File: src/include/rv_core_macros.svh
`ifndef RV_CORE_MACROS_SVH
`define RV_CORE_MACROS_SVH

`define XLEN          64
`define RESET_PC      64'h8000_0000
`define ALU_SEL_W     3

`define OP_LUI        7'b0110111
`define OP_AUIPC      7'b0010111
`define OP_JAL        7'b1101111
`define OP_JALR       7'b1100111
`define OP_BRANCH     7'b1100011
`define OP_LOAD       7'b0000011
`define OP_STORE      7'b0100011
`define OP_IMM        7'b0010011
`define OP_REG        7'b0110011
`define OP_SYSTEM     7'b1110011

`define F3_ADD        3'b000
`define F3_XOR        3'b100
`define F3_OR         3'b110
`define F3_AND        3'b111
`define F3_BEQ        3'b000
`define F3_BNE        3'b001
`define F3_LBU        3'b100
`define F3_LW         3'b010
`define F3_LD         3'b011
`define F3_SB         3'b000
`define F3_SW         3'b010
`define F3_SD         3'b011
`define F3_CSRRW      3'b001
`define F3_PRIV       3'b000
`define F7_ADD        7'b0000000
`define F7_SUB        7'b0100000
`define F12_ECALL     12'h000
`define F12_MRET      12'h302

`define CSR_MSTATUS   12'h300
`define CSR_MTVEC     12'h305
`define CSR_MEPC      12'h341
`define CSR_MCAUSE    12'h342

`define CAUSE_ECALL_M 11

`endif

File: src/logic/rv_core_pkg.sv
`include "rv_core_macros.svh"

package rv_core_pkg;

  typedef logic [`XLEN-1:0]      xlen_t;
  typedef logic [31:0]           inst_t;
  typedef logic [4:0]            reg_addr_t;
  typedef logic [11:0]           csr_addr_t;
  typedef logic [`ALU_SEL_W-1:0] alu_sel_t;
  typedef logic [2:0]            mem_kind_t;
  typedef logic [7:0]            byte_mask_t;

  // alu operation select
  localparam alu_sel_t ALU_ADD  = 3'd0;
  localparam alu_sel_t ALU_SUB  = 3'd1;
  localparam alu_sel_t ALU_AND  = 3'd2;
  localparam alu_sel_t ALU_OR   = 3'd3;
  localparam alu_sel_t ALU_XOR  = 3'd4;
  localparam alu_sel_t ALU_PASS = 3'd5; // result is op2

  // memory access width and signedness
  localparam mem_kind_t MEM_NONE = 3'd0;
  localparam mem_kind_t MEM_BU   = 3'd1; // byte, zero extended
  localparam mem_kind_t MEM_WS   = 3'd2; // word, sign extended
  localparam mem_kind_t MEM_D    = 3'd3; // double word

  // csr block operation
  localparam logic [1:0] CSR_OP_NONE  = 2'd0;
  localparam logic [1:0] CSR_OP_RW    = 2'd1;
  localparam logic [1:0] CSR_OP_ECALL = 2'd2;
  localparam logic [1:0] CSR_OP_MRET  = 2'd3;

endpackage

File: src/logic/rv_fetch.sv
`timescale 1ns/1ps
`include "rv_core_macros.svh"

module rv_fetch import rv_core_pkg::*; (
  input  logic  clk,
  input  logic  rst_n,
  input  logic  redirect_valid_i, // trap entry or return
  input  xlen_t redirect_pc_i,
  input  logic  jump_valid_i,     // jal, jalr or taken branch
  input  xlen_t jump_target_i,
  output xlen_t pc_o
);

  xlen_t pc_q;
  xlen_t pc_next;

  always_comb begin
    if (redirect_valid_i) begin
      pc_next = redirect_pc_i;  // csr redirect wins
    end else if (jump_valid_i) begin
      pc_next = jump_target_i;
    end else begin
      pc_next = pc_q + xlen_t'(4);
    end
  end

  always_ff @(posedge clk) begin
    if (!rst_n) begin
      pc_q <= `RESET_PC;
    end else begin
      pc_q <= pc_next;
    end
  end

  assign pc_o = pc_q;

  // targets come from decode and the csr block, both must keep alignment
  a_pc_aligned: assert property (@(posedge clk) disable iff (!rst_n) pc_o[1:0] == 2'b00);

endmodule

File: config.mk
export PLATFORM = sky130hd
export DESIGN_NAME = rv_fetch
export DESIGN_NICKNAME = d
export VERILOG_FILES = /design/src/logic/rv_core_pkg.sv /design/src/logic/rv_fetch.sv
export VERILOG_INCLUDE_DIRS = /design/src /design/src/include
export SDC_FILE = /design/constraint.sdc
export NUM_CORES = 1
export LEC_CHECK = 0
export BUFFER_PORTS_ARGS = -buffer_cell sky130_fd_sc_hd__buf_2
export CAP_MARGIN = 5
export CORE_MARGIN = 2
export CORE_UTILIZATION = 45
export DETAILED_ROUTE_END_ITERATION = 10
export PLACE_DENSITY = 0.76
export SLEW_MARGIN = 5
export SYNTH_ARGS = -nofsm -noshare
export SYNTH_HDL_FRONTEND = slang
export SYNTH_SLANG_ARGS = --single-unit
File: constraint.sdc
create_clock -name clk -period 3.9 [get_ports clk]
set_input_delay 0.39 -clock clk [delete_from_list [all_inputs] [get_ports clk]]
set_output_delay 0.39 -clock clk [all_outputs]
set_load 0.1 [all_outputs]
Word-level counts from Yosys, hierarchy flattened. Index checks and enable logic that the tools add are counted.

Add/subtract/negate cells: 1. Muxes and demuxes: 2.

Operators with widths (count): 64-bit 2-to-1 mux (2); 64-bit by 3-bit adder with 64-bit output (second input constant) (1).

Flip-flop bits (word level): 64. Input port bits: 132. Output and inout bits: 64. Logic and storage cells: 4.

Logic depth before layout (Yosys ltp). Gate-level depths: netlist of run 1.

Word-level depth: 3. Depth in mapped cells: 8. Gate-level depth less buffers: 7.

Least setup slack after synthesis of run 1. Ideal clock, no wire load.

Path kind: reg2reg. Start: register pc_q[14] (netlist: pc_o[14]). End: register pc_q[57] (netlist: pc_o[57]). Data arrival time: 2.821 ns. Data required time: 3.830 ns. Setup slack: 1.008 ns. Stages on the path, launching flop included: 7. Period minus slack after synthesis: 2.892 ns. Path through: dfxtp_1 nand3_1 nor3_4 nand4b_4 or4_4 xor2_1 a21oi_1.

Cells in the longest elaborated chain, start to end: 3.

RTL lines: start, declared (RTL line rv_fetch.sv:14) `xlen_t pc_q;`; start signal, assigned (RTL line rv_fetch.sv:29) `` pc_q <= `RESET_PC; ``; start signal, assigned (RTL line rv_fetch.sv:31) `pc_q <= pc_next;`; 64-bit by 3-bit adder with 64-bit output (RTL line rv_fetch.sv:23) `pc_next = pc_q + xlen_t'(4);`; 64-bit 2-to-1 mux (RTL line rv_fetch.sv:20) `end else if (jump_valid_i) begin`; 64-bit 2-to-1 mux (RTL line rv_fetch.sv:18) `if (redirect_valid_i) begin`.

Every way passes these cells. A chain may end at the register's enable or synchronous reset.

Worst setup path in the final report of run 1.
Start: register pc_q[2] (netlist: pc_o[2]). End: register pc_q[52] (netlist: pc_o[52]).

The elaborated chain is that of the path after synthesis.

==> results.md, run 1 <==
* Area growth syn-to-layout at 31.2%
* Net Sw Frac at 41.1%
* Clock Power Share at 28.7%
* Final Worst Setup Slack at 0.957 ns
* Vias in the first global route at ~4,400
* DRC errors left at 0
* Syn_area_per_cell at 8.03 um^2
* Synthesis Warnings at 0
* FFs w/ async S/R, synth at 0%
* P per Cell Area at 386 mW/mm^2
* Count leader, synth: dfxtp_1
* Final min period at 2.94 ns
* Seq cells post-synth at 64
* Synth cell count leaders: dfxtp_1, nand2_1, a21oi_1
* Hold_buf cts at 0
* Post-Route WL at 13,200 um
* Detailed Routing Iterations Pass 1 at 5
* Remaining antenna violation count after routing at 0
* Maximum clock path buffer count at 2
* Setup Skew at 0.0112 ns
* Clock transition at path regs at 0.07 ns
* Antenna diode count at 0
* Cell area after synthesis at 0.00389 mm^2
* Final setup violating endpoints at 0
* HPWL Detailed at 9820 um
* WL met3 at 1070 um
* TritonCTS clock tree: yes
* Post-synth top area share at around a third
* Post-DR vias/cell at 5.86
* Max Slew Vio Count at 0
* Crit-path max FO at 11
* Relative slew margins at between 20 and 30%
* Met2 WL post-DR at 6560 um
* Final hold viol count at 0
* Initial antenna violation count at 0
* Clock tree root driver cell: clkbuf_8
* Overflow after GRT at 0
* DRT met1 WL at just over 5000 um
* Crit path DAT at 3.17 ns
* Die ar. at between 0.009 and 0.01 mm^2
* Internal at 0.00116 W
* Synth cell types at 47
* Die Ht at 97.0 um
* Post-Syn Instances at a little under 500
* Total CTS buffers at 9
* Routability cong. at around 0.85
* Highest metal used: met4
* Post-Syn Nets at 617
* Worst hold path type: in2reg
* Routed WL per cell at 17.1 um
* CTS Sinks at 64
* Core area at 0.00830 mm^2
* H-tree levels at 3
* Post CTS Setup Buffer Count at 0
* Worst Setup End Kind: register
* Setup_tns at 0 ns
* Max reg flops at 64
* RSZ-0062 raised after global routing: false
* Lkg Pwr at 2.24 nW
* Dpl ws at 1.07 ns
* GRT Overall Usage at 27.5%
* Combinational Power Share at 32.7%
* Starting Density at 46.9%
* EDFF count, synth at 0
* Largest net degree at the start of global routing at 53
* Largest area contributor in the netlist: dfxtp_1
* P_sw at roughly 0.00081 W
* IO Count at between 150 and 200
* Max-Cap Viols at 0
* IO Port Bufs at just under 200
* Required @ worst endpoint at 4.12 ns
* Chip width at 97.0 um
* First-pass GRT wire length at 21,300 um
* Register area share after synthesis at 32.9%
* Worst slew pin tran at 1.12 ns
* NumNets Final at 796
* Commonest register cell after synthesis: dfxtp_1
* Sequential power share at 38.7%
* Status: finished, final reports clean
* Worst skew pair latency at ~0.34 ns
* DR iter-0 viols at between 200 and 300
* Dpl cell area at 0.00492 mm^2
* Period utilization at 75.5%
* Synth top area cells: dfxtp_1, xnor2_1, xor2_1
* Kind of critical path: reg2reg
* Cell row count at 33
* Number of fill cells at 792
* Maximum vdd ir drop at roughly 0.25 mV
* Layout cells sized above 1 at 34.8%
* Post-CTS resize count at 0
* Design area at 0.00510 mm^2
* CP startpoint kind: register
* F_max at around 0.34 GHz
* DR vias at 4,527
==> worst paths after layout <==
check	cells after the start	start	endpoint	slack, ns
max	7	pc_o[2]	pc_o[52]	0.96
min	3	redirect_pc_i[0]	pc_o[0]	0.28
max reg2reg	7	pc_o[2]	pc_o[52]	0.96
min reg2reg	2	pc_o[48]	pc_o[48]	0.59
==> routing by layer <==
metal,vias to the layer above,GRT usage [%]
li1,2151,-
met1,2080,32.9
met2,255,48.0
met3,41,5.42
met4,0,11.5
met5,-,0
==> worst max-delay path: stages, from the launching register on <==
cell	delay, ns
dfxtp_1	0.37
ha_1	0.22
nand4_1	0.34
nor4_4	0.59
nand4_1	0.60
o31a_1	0.45
o21ai_0	0.16
a21oi_1	0.08
==> through the flow <==
| stage | util, % | power (W) | std cells | hold slack (ns) |
|---|---|---|---|---|
| floorplan | - | 0.00126 | 484 | 0.518 |
| global placement | 59.2 | 0.00141 | 757 | 0.542 |
| detailed placement | 59.2 | 0.00142 | 757 | 0.565 |
| CTS | 61.5 | 0.00197 | 772 | 0.269 |
| global route | 61.5 | 0.00205 | 772 | 0.293 |
| finish | 61.5 | 0.00197 | 772 | 0.275 |
==> cell usage in the layout, fill, tap and decap left out, types with 4 or more instances in the layout <==
cell type | synthesis | routed
nand4_1 | 15 | 15
o221ai_1 | 13 | 13
and3_1 | 8 | 8
a222oi_1 | 5 | 5
nand2_1 | 39 | 39
nor2_1 | 32 | 31
and2_1 | 5 | 5
o21a_1 | 4 | 4
a21oi_1 | 33 | 33
buf_2 | 2 | 195
buf_4 | 0 | 5
xnor2_1 | 30 | 30
nor3_1 | 15 | 15
nor3_2 | 4 | 4
dfxtp_1 | 64 | 64
o21ai_0 | 23 | 23
inv_1 | 17 | 17
nor4_1 | 7 | 7
clkbuf_8 | 0 | 10
a22oi_1 | 20 | 20
mux2i_1 | 9 | 9
nand3_1 | 29 | 29
xor2_1 | 20 | 20
a211oi_1 | 8 | 8
and4_1 | 8 | 8
o22ai_1 | 18 | 18
==> power by group through the flow <==
stage | Sequential [W] | Clock [W] | Combinational [W]
global placement | 0.000771 | 0 | 0.000636
global route | 0.000771 | 0.000600 | 0.000675
CTS | 0.000761 | 0.000569 | 0.000645
floorplan | 0.00111 | 0 | 0.000146
finish | 0.000762 | 0.000566 | 0.000644
detailed placement | 0.000775 | 0 | 0.000643
==> cells by family after synthesis <==
| logic type | count (synthesis) | share of synthesized area [%] |
|---|---|---|
| XOR/XNOR | 50 | 11.3 |
| flip-flops | 64 | 32.9 |
| multiplexers | 10 | 2.61 |
| adder cells (fa/ha/maj) | 1 | 0.322 |
| buffers and inverters | 50 | 4.89 |
| AO/OA/AOI/OAI | 129 | 21.6 |
| AND/OR/NAND/NOR | 180 | 26.4 |
==> cell type report <==
| class | instances | area, um^2 | area share (%) |
|---|---|---|---|
| Clock inverter | 4 | 45.0 | 0.883 |
| Timing Repair Buffer | 200 | 1010 | 19.9 |
| Inverter | 18 | 67.6 | 1.32 |
| Tap cell | 105 | 131 | 2.57 |
| Clock buffer | 11 | 141 | 2.77 |
| Sequential cell | 64 | 1280 | 25.1 |
| Multi-Input combinational cell | 370 | 2420 | 47.5 |
Note: power is estimated with default switching activity, not from simulation.
==> run 2, diff against run 1 <==
- clock period: 3.9 -> 2.76 ns (I/O delays scaled with it)
==> run 2 against run 1 <==
Clock skew hardly changed. Clock-buffer cell count rose by 2. Final cell count is 1.3% higher. Total power rose by 44%. Clock power is 48% higher. Non-clock buffer count increased by 9. Utilization up 1.1 points. Critical endpoint unchanged. Largest cell class unchanged. Highest routed layer unchanged.
==> results.md, run 2 (synthesized netlist as in run 1, its figures left out) <==
* Status: finished, final reports clean
* RSZ-0062 raised after global routing: false
* GRT Overall Usage at between 20% and 30%
* NumNets Final at 805
* Post-Route WL at 13,100 um
* P per Cell Area at 546 mW/mm^2
* Post-DR vias/cell at around 6
* Required @ worst endpoint at 2.99 ns
* Antenna diode count at 0
* IO Count at 196
* Worst Setup End Kind: register
* Relative slew margins at 52.7%
* Final setup violating endpoints at 0
* Remaining antenna violation count after routing at 0
* Hold Path Stages at 3
* Placed Cells at 766
* Post-CTS resize count at 0
* DRC errors left at 0
* Max Slew Vio Count at 0
* Most common library cell in the layout ignoring fill and taps: buf_2
* Setup_tns at 0 ns
* Dpl cell area at 0.00499 mm^2
* Hold Path Origin: redirect_pc_i[5]
* Setup Skew at 0.0115 ns
* Reg-to-reg critical path startpoint: pc_o[14]
* R2r endpoint: pc_o[52]
* Max reg flops at 64
* Die ar. at 0.00940 mm^2
* H-tree levels at 3
* Flop-to-flop setup slack at 0.48 ns
* Largest net degree at the start of global routing at 34
* Worst r2r path cells at 7
* Layout cells sized above 1 at 36.9%
* TritonCTS clock tree: yes
* Routed WL per cell at 16.7 um
* Worst hold slack at 0.153 ns
* Crit-path max FO at 11
* Worst hold path type: in2reg
* Worst slew pin tran at around 0.71 ns
* Kind of critical path: reg2reg
* Cell row count at 33
* Detailed Routing Iterations Pass 1 at 5
* CTS Sinks at 64
* Maximum clock path buffer count at 2
* CP startpoint kind: register
* Design area at 0.00519 mm^2
* Die Ht at slightly below 100 um
* First-pass GRT wire length at 21,300 um
* F_max at 0.438 GHz
* Final min period at approximately 2.3 ns
* Number of fill cells at 780
* DR vias at 4,558
* Most frequent cells in the layout: buf_2, dfxtp_1, nand2_1
* Lkg Pwr at 2.29 nW
* Maximum vdd ir drop at 0.323 mV
* Total CTS buffers at 9
* IO Port Bufs at 195
* Pwr Total at about 0.0028 W
* Hold_buf cts at 0
* Non-Filler Instances at 782
* Clock tree root driver cell: clkbuf_8
* Hold Path Sink: pc_o[5]
* Routability cong. at between 0.9 and 1
* Overflow after GRT at 0
* Clock transition at path regs at 0.08 ns
* Worst skew pair latency at between 0.3 and 0.4 ns
* Crit path DAT at approximately 2.5 ns
* Vias in the first global route at 4,416
* Initial antenna violation count at 0
* Max-Cap Viols at 0
* Starting Density at 46.9%
* Core area at 0.00830 mm^2
* Period utilization at between 80% and 90%
* Final hold viol count at 0
* Post CTS Setup Buffer Count at 0
* Area growth syn-to-layout at 33.6%
* Chip width at 97.0 um
* DR iter-0 viols at 214
* HPWL Detailed at 10,000 um
-- run 2: changes by cell type in the layout (fill, tap and decap cells not counted), sizes merged --
| cell | previous run | this run |
|---|---|---|
| clkbuf | 11 | 13 |
| buf | 200 | 209 |
| clkinv | 4 | 3 |
-- run 2: power by group --
part	internal, W	leakage, nW	switching (W)
logic	0.000220	1.65	0.000695
registers	0.000994	0.534	0.0000843
clock network	0.000465	0.103	0.000376
-- run 2: final cells by class --
cell class              instances  area, um^2  share of cell area (%)
clock buffers                  13         159                    3.06
clock inverters                 3        40.0                   0.771
inverters                      18        67.6                    1.30
multi-input cells             370        2420                    46.6
flip-flops and latches         64        1290                    24.9
well taps                     105         131                    2.53
repair buffers                209        1080                    20.8
-- run 2: worst max-delay path, cell delays in order, from the launching register on --
cell     delay (ns)
dfxtp_2        0.37
nand3_1        0.28
nor4_4         0.60
nand4_1        0.17
buf_4          0.21
o31a_1         0.24
o21ai_0        0.19
a21oi_1        0.10
-- run 2: through the flow --
step | worst slack (ns) | util, %
floorplan | -0.00491 | -
global placement | 0.608 | 60.2
detailed placement | 0.501 | 60.2
CTS | 0.488 | 62.6
global route | 0.338 | 62.6
finish | 0.477 | 62.6
-- run 2: worst max path at each step --
stage / startpoint / to / slack, ns / depth (start not counted)
4_1_cts: pc_o[14] / pc_o[52] / 0.49 / 7
2_1_floorplan: pc_o[4] / pc_o[57] / -0.005 / 6
3_5_place_dp: pc_o[14] / pc_o[52] / 0.50 / 7
5_1_grt: pc_o[18] / pc_o[63] / 0.34 / 6
3_3_place_gp: pc_o[14] / pc_o[52] / 0.61 / 7
6_report: pc_o[14] / pc_o[52] / 0.48 / 7
-- run 2: routing by layer --
layer / up-vias / share of wire [%] / GRT usage, %
li1: 2172 / - / -
met5: - / 0 / 0
met1: 2136 / 41 / 34.0
met3: 29 / 7.5 / 6.07
met2: 221 / 49 / 46.6
met4: 0 / 2.2 / 8.67
==> run 3, diff against run 2 <==
- clock period: 2.76 -> 2.14 ns (I/O delays scaled with it)
==> run 3 against run 2 <==
Sequential power rose by 28%. Total power increased by 35%. Setup slack got worse by 0.41 ns. Utilization up 4.5 points. Via count is 0.33% higher. Sequential cell count did not move. Sequential share of layout area is 1.4 points higher. Final cell count grew 1.5%. Worst hold slack worse by 0.051 ns. Largest power group unchanged. Highest routed layer unchanged.
==> results.md, run 3 (synthesized netlist as in run 1, its figures left out) <==
* Final min period at 2.07 ns
* Crit path DAT at ~2.3 ns
* TritonCTS clock tree: yes
* Dpl cell area at 0.00528 mm^2
* Status: finished, final reports clean
* Area growth syn-to-layout at 43.2%
* Net Sw Frac at 40.1%
* Dpl ws at 0.0193 ns
* Relative slew margins at 63.9%
* Routed WL per cell at between 15 and 20 um
* NumNets Final at between 800 and 900
* Initial antenna violation count at 0
* IO Count at 196
* Core Util, Final at around two thirds
* CP startpoint kind: register
* Clock tree root driver cell: clkbuf_8
* RSZ-0062 raised after global routing: true
* Lkg Pwr at 2.46 nW
* Worst hold slack at 0.102 ns
* Final hold viol count at 0
* Maximum clock path buffer count at 2
* CTS Sinks at 64
* Routability cong. at 0.952
* Final Worst Setup Slack at 0.0666 ns
* Setup Skew at 0.0135 ns
* Internal at 0.00229 W
* Required @ worst endpoint at between 2 and 2.5 ns
* Total CTS buffers at 9
* Post-Route WL at ~14,000 um
* Slowest stage delay, CP at 0.41 ns
* Starting Density at 46.9%
* Clock transition at path regs at 0.07 ns
* Layout cells sized above 1 at 46.6%
* Worst hold path type: in2reg
* Worst slew pin tran at 0.540 ns
* Detailed Routing Iterations Pass 1 at 7
* Max Slew Vio Count at 0
* Worst skew pair latency at 0.35 ns
* HPWL Detailed at 10,500 um
* Core area at 0.00830 mm^2
* Final setup violating endpoints at 0
* GRT Overall Usage at 29.1%
* Period utilization at a little over nine tenths
* F_max at about 0.48 GHz
* Die Ht at between 90 and 100 um
* DRC errors left at 0
* IO Port Bufs at just under 200
* Sequential power share at approximately 36%
* Clock Power Share at 32.6%
* Maximum vdd ir drop at 0.428 mV
* Max reg flops at 64
* Remaining antenna violation count after routing at 0
* Largest net degree at the start of global routing at between 40 and 50
* Most frequent cells in the layout: buf_2, dfxtp_4, nand2_1
* P per Cell Area at 687 mW/mm^2
* Vias in the first global route at 4,548
* Combinational Power Share at 31.3%
* Worst Setup End Kind: register
* P_sw at 0.00153 W
* Most common library cell in the layout ignoring fill and taps: buf_2
* Chip width at 97.0 um
* Cell mode on critical path: nand4_1
* Kind of critical path: reg2reg
* Post-DR vias/cell at approximately 5.8
* CP max-delay cell: nor4_4
* Design area at between 0.005 and 0.006 mm^2
* Cell row count at 33
* First-pass GRT wire length at 22,600 um
* DR vias at 4,573
* Antenna diode count at 0
* DR iter-0 viols at 302
* Max-Cap Viols at 0
* Pwr Total at 0.00382 W
* Overflow after GRT at 0
* Die ar. at 0.00940 mm^2
* H-tree levels at 3
* Critical-path cell list: ha_4 > nand4_1 > nor4_4 > buf_4 > nand4_1 > xnor2_1 > a222oi_1 > nor2_1
* Crit-path max FO at 4
-- run 3: changes by cell type in the layout (fill, tap and decap cells not counted), sizes merged --
| cell | delta |
|---|---|
| buf | +12 |
| bufinv | +1 |
| clkbuf | -3 |
| clkinv | +1 |
| clkinvlp | +1 |
-- run 3: area by class of cell --
cell class              instances  area [um^2]
multi-input cells             370         2490
clock buffers                  10          149
repair buffers                221         1170
clock inverters                 6         90.1
fillers                       718         2730
well taps                     105          131
flip-flops and latches         64         1460
inverters                      18         67.6
-- run 3: path summary, 6_finish.rpt --
path | from | endpoint | slack (ns) | cells after the start
setup reg to reg | pc_o[2] | pc_o[28] | 0.07 | 8
hold reg to reg | pc_o[48] | pc_o[48] | 0.55 | 2
setup / recovery | pc_o[2] | pc_o[28] | 0.07 | 8
hold / removal | redirect_pc_i[5] | pc_o[5] | 0.10 | 3
-- run 3: critical path: cells and delay by family (launching register included) --
family / cells / cell delay (ns)
DFF: 1 / 0.37
AOI/OAI and AO/OA: 1 / 0.30
xor gates and xnor gates: 1 / 0.16
adders and majority gates: 1 / 0.14
and+or+nand+nor: 4 / 0.77
buffers and inverters: 1 / 0.20
-- run 3: through the flow --
step	instances	setup TNS, ns
finish	794	0
global route	794	-0.0588
CTS	790	0
detailed placement	774	0
global placement	774	0
floorplan	484	-0.247
-- run 3: metal layers --
layer / GRT usage (%) / wire length, um / vias up
met1: 36.3 / 5620 / 2144
met5: 0 / 0 / -
met4: 11.2 / 337 / 0
li1: - / - / 2199
met3: 7.01 / 1010 / 27
met2: 48.5 / 6770 / 203
-- run 3: timing repair --
action	4_1_cts	5_1_grt
endpoints found under the setup margin	1	12
hold buffers	0	0
setup buffers	0	4
pin swaps	0	4
resized for setup	1	6
-- run 3: power by group through the flow --
stage / registers, W / logic [W] / clock network (W)
floorplan: 0.00202 / 0.000267 / 0
global placement: 0.00140 / 0.00118 / 0
detailed placement: 0.00141 / 0.00119 / 0
CTS: 0.00138 / 0.00120 / 0.00125
global route: 0.00140 / 0.00126 / 0.00130
finish: 0.00138 / 0.00120 / 0.00125
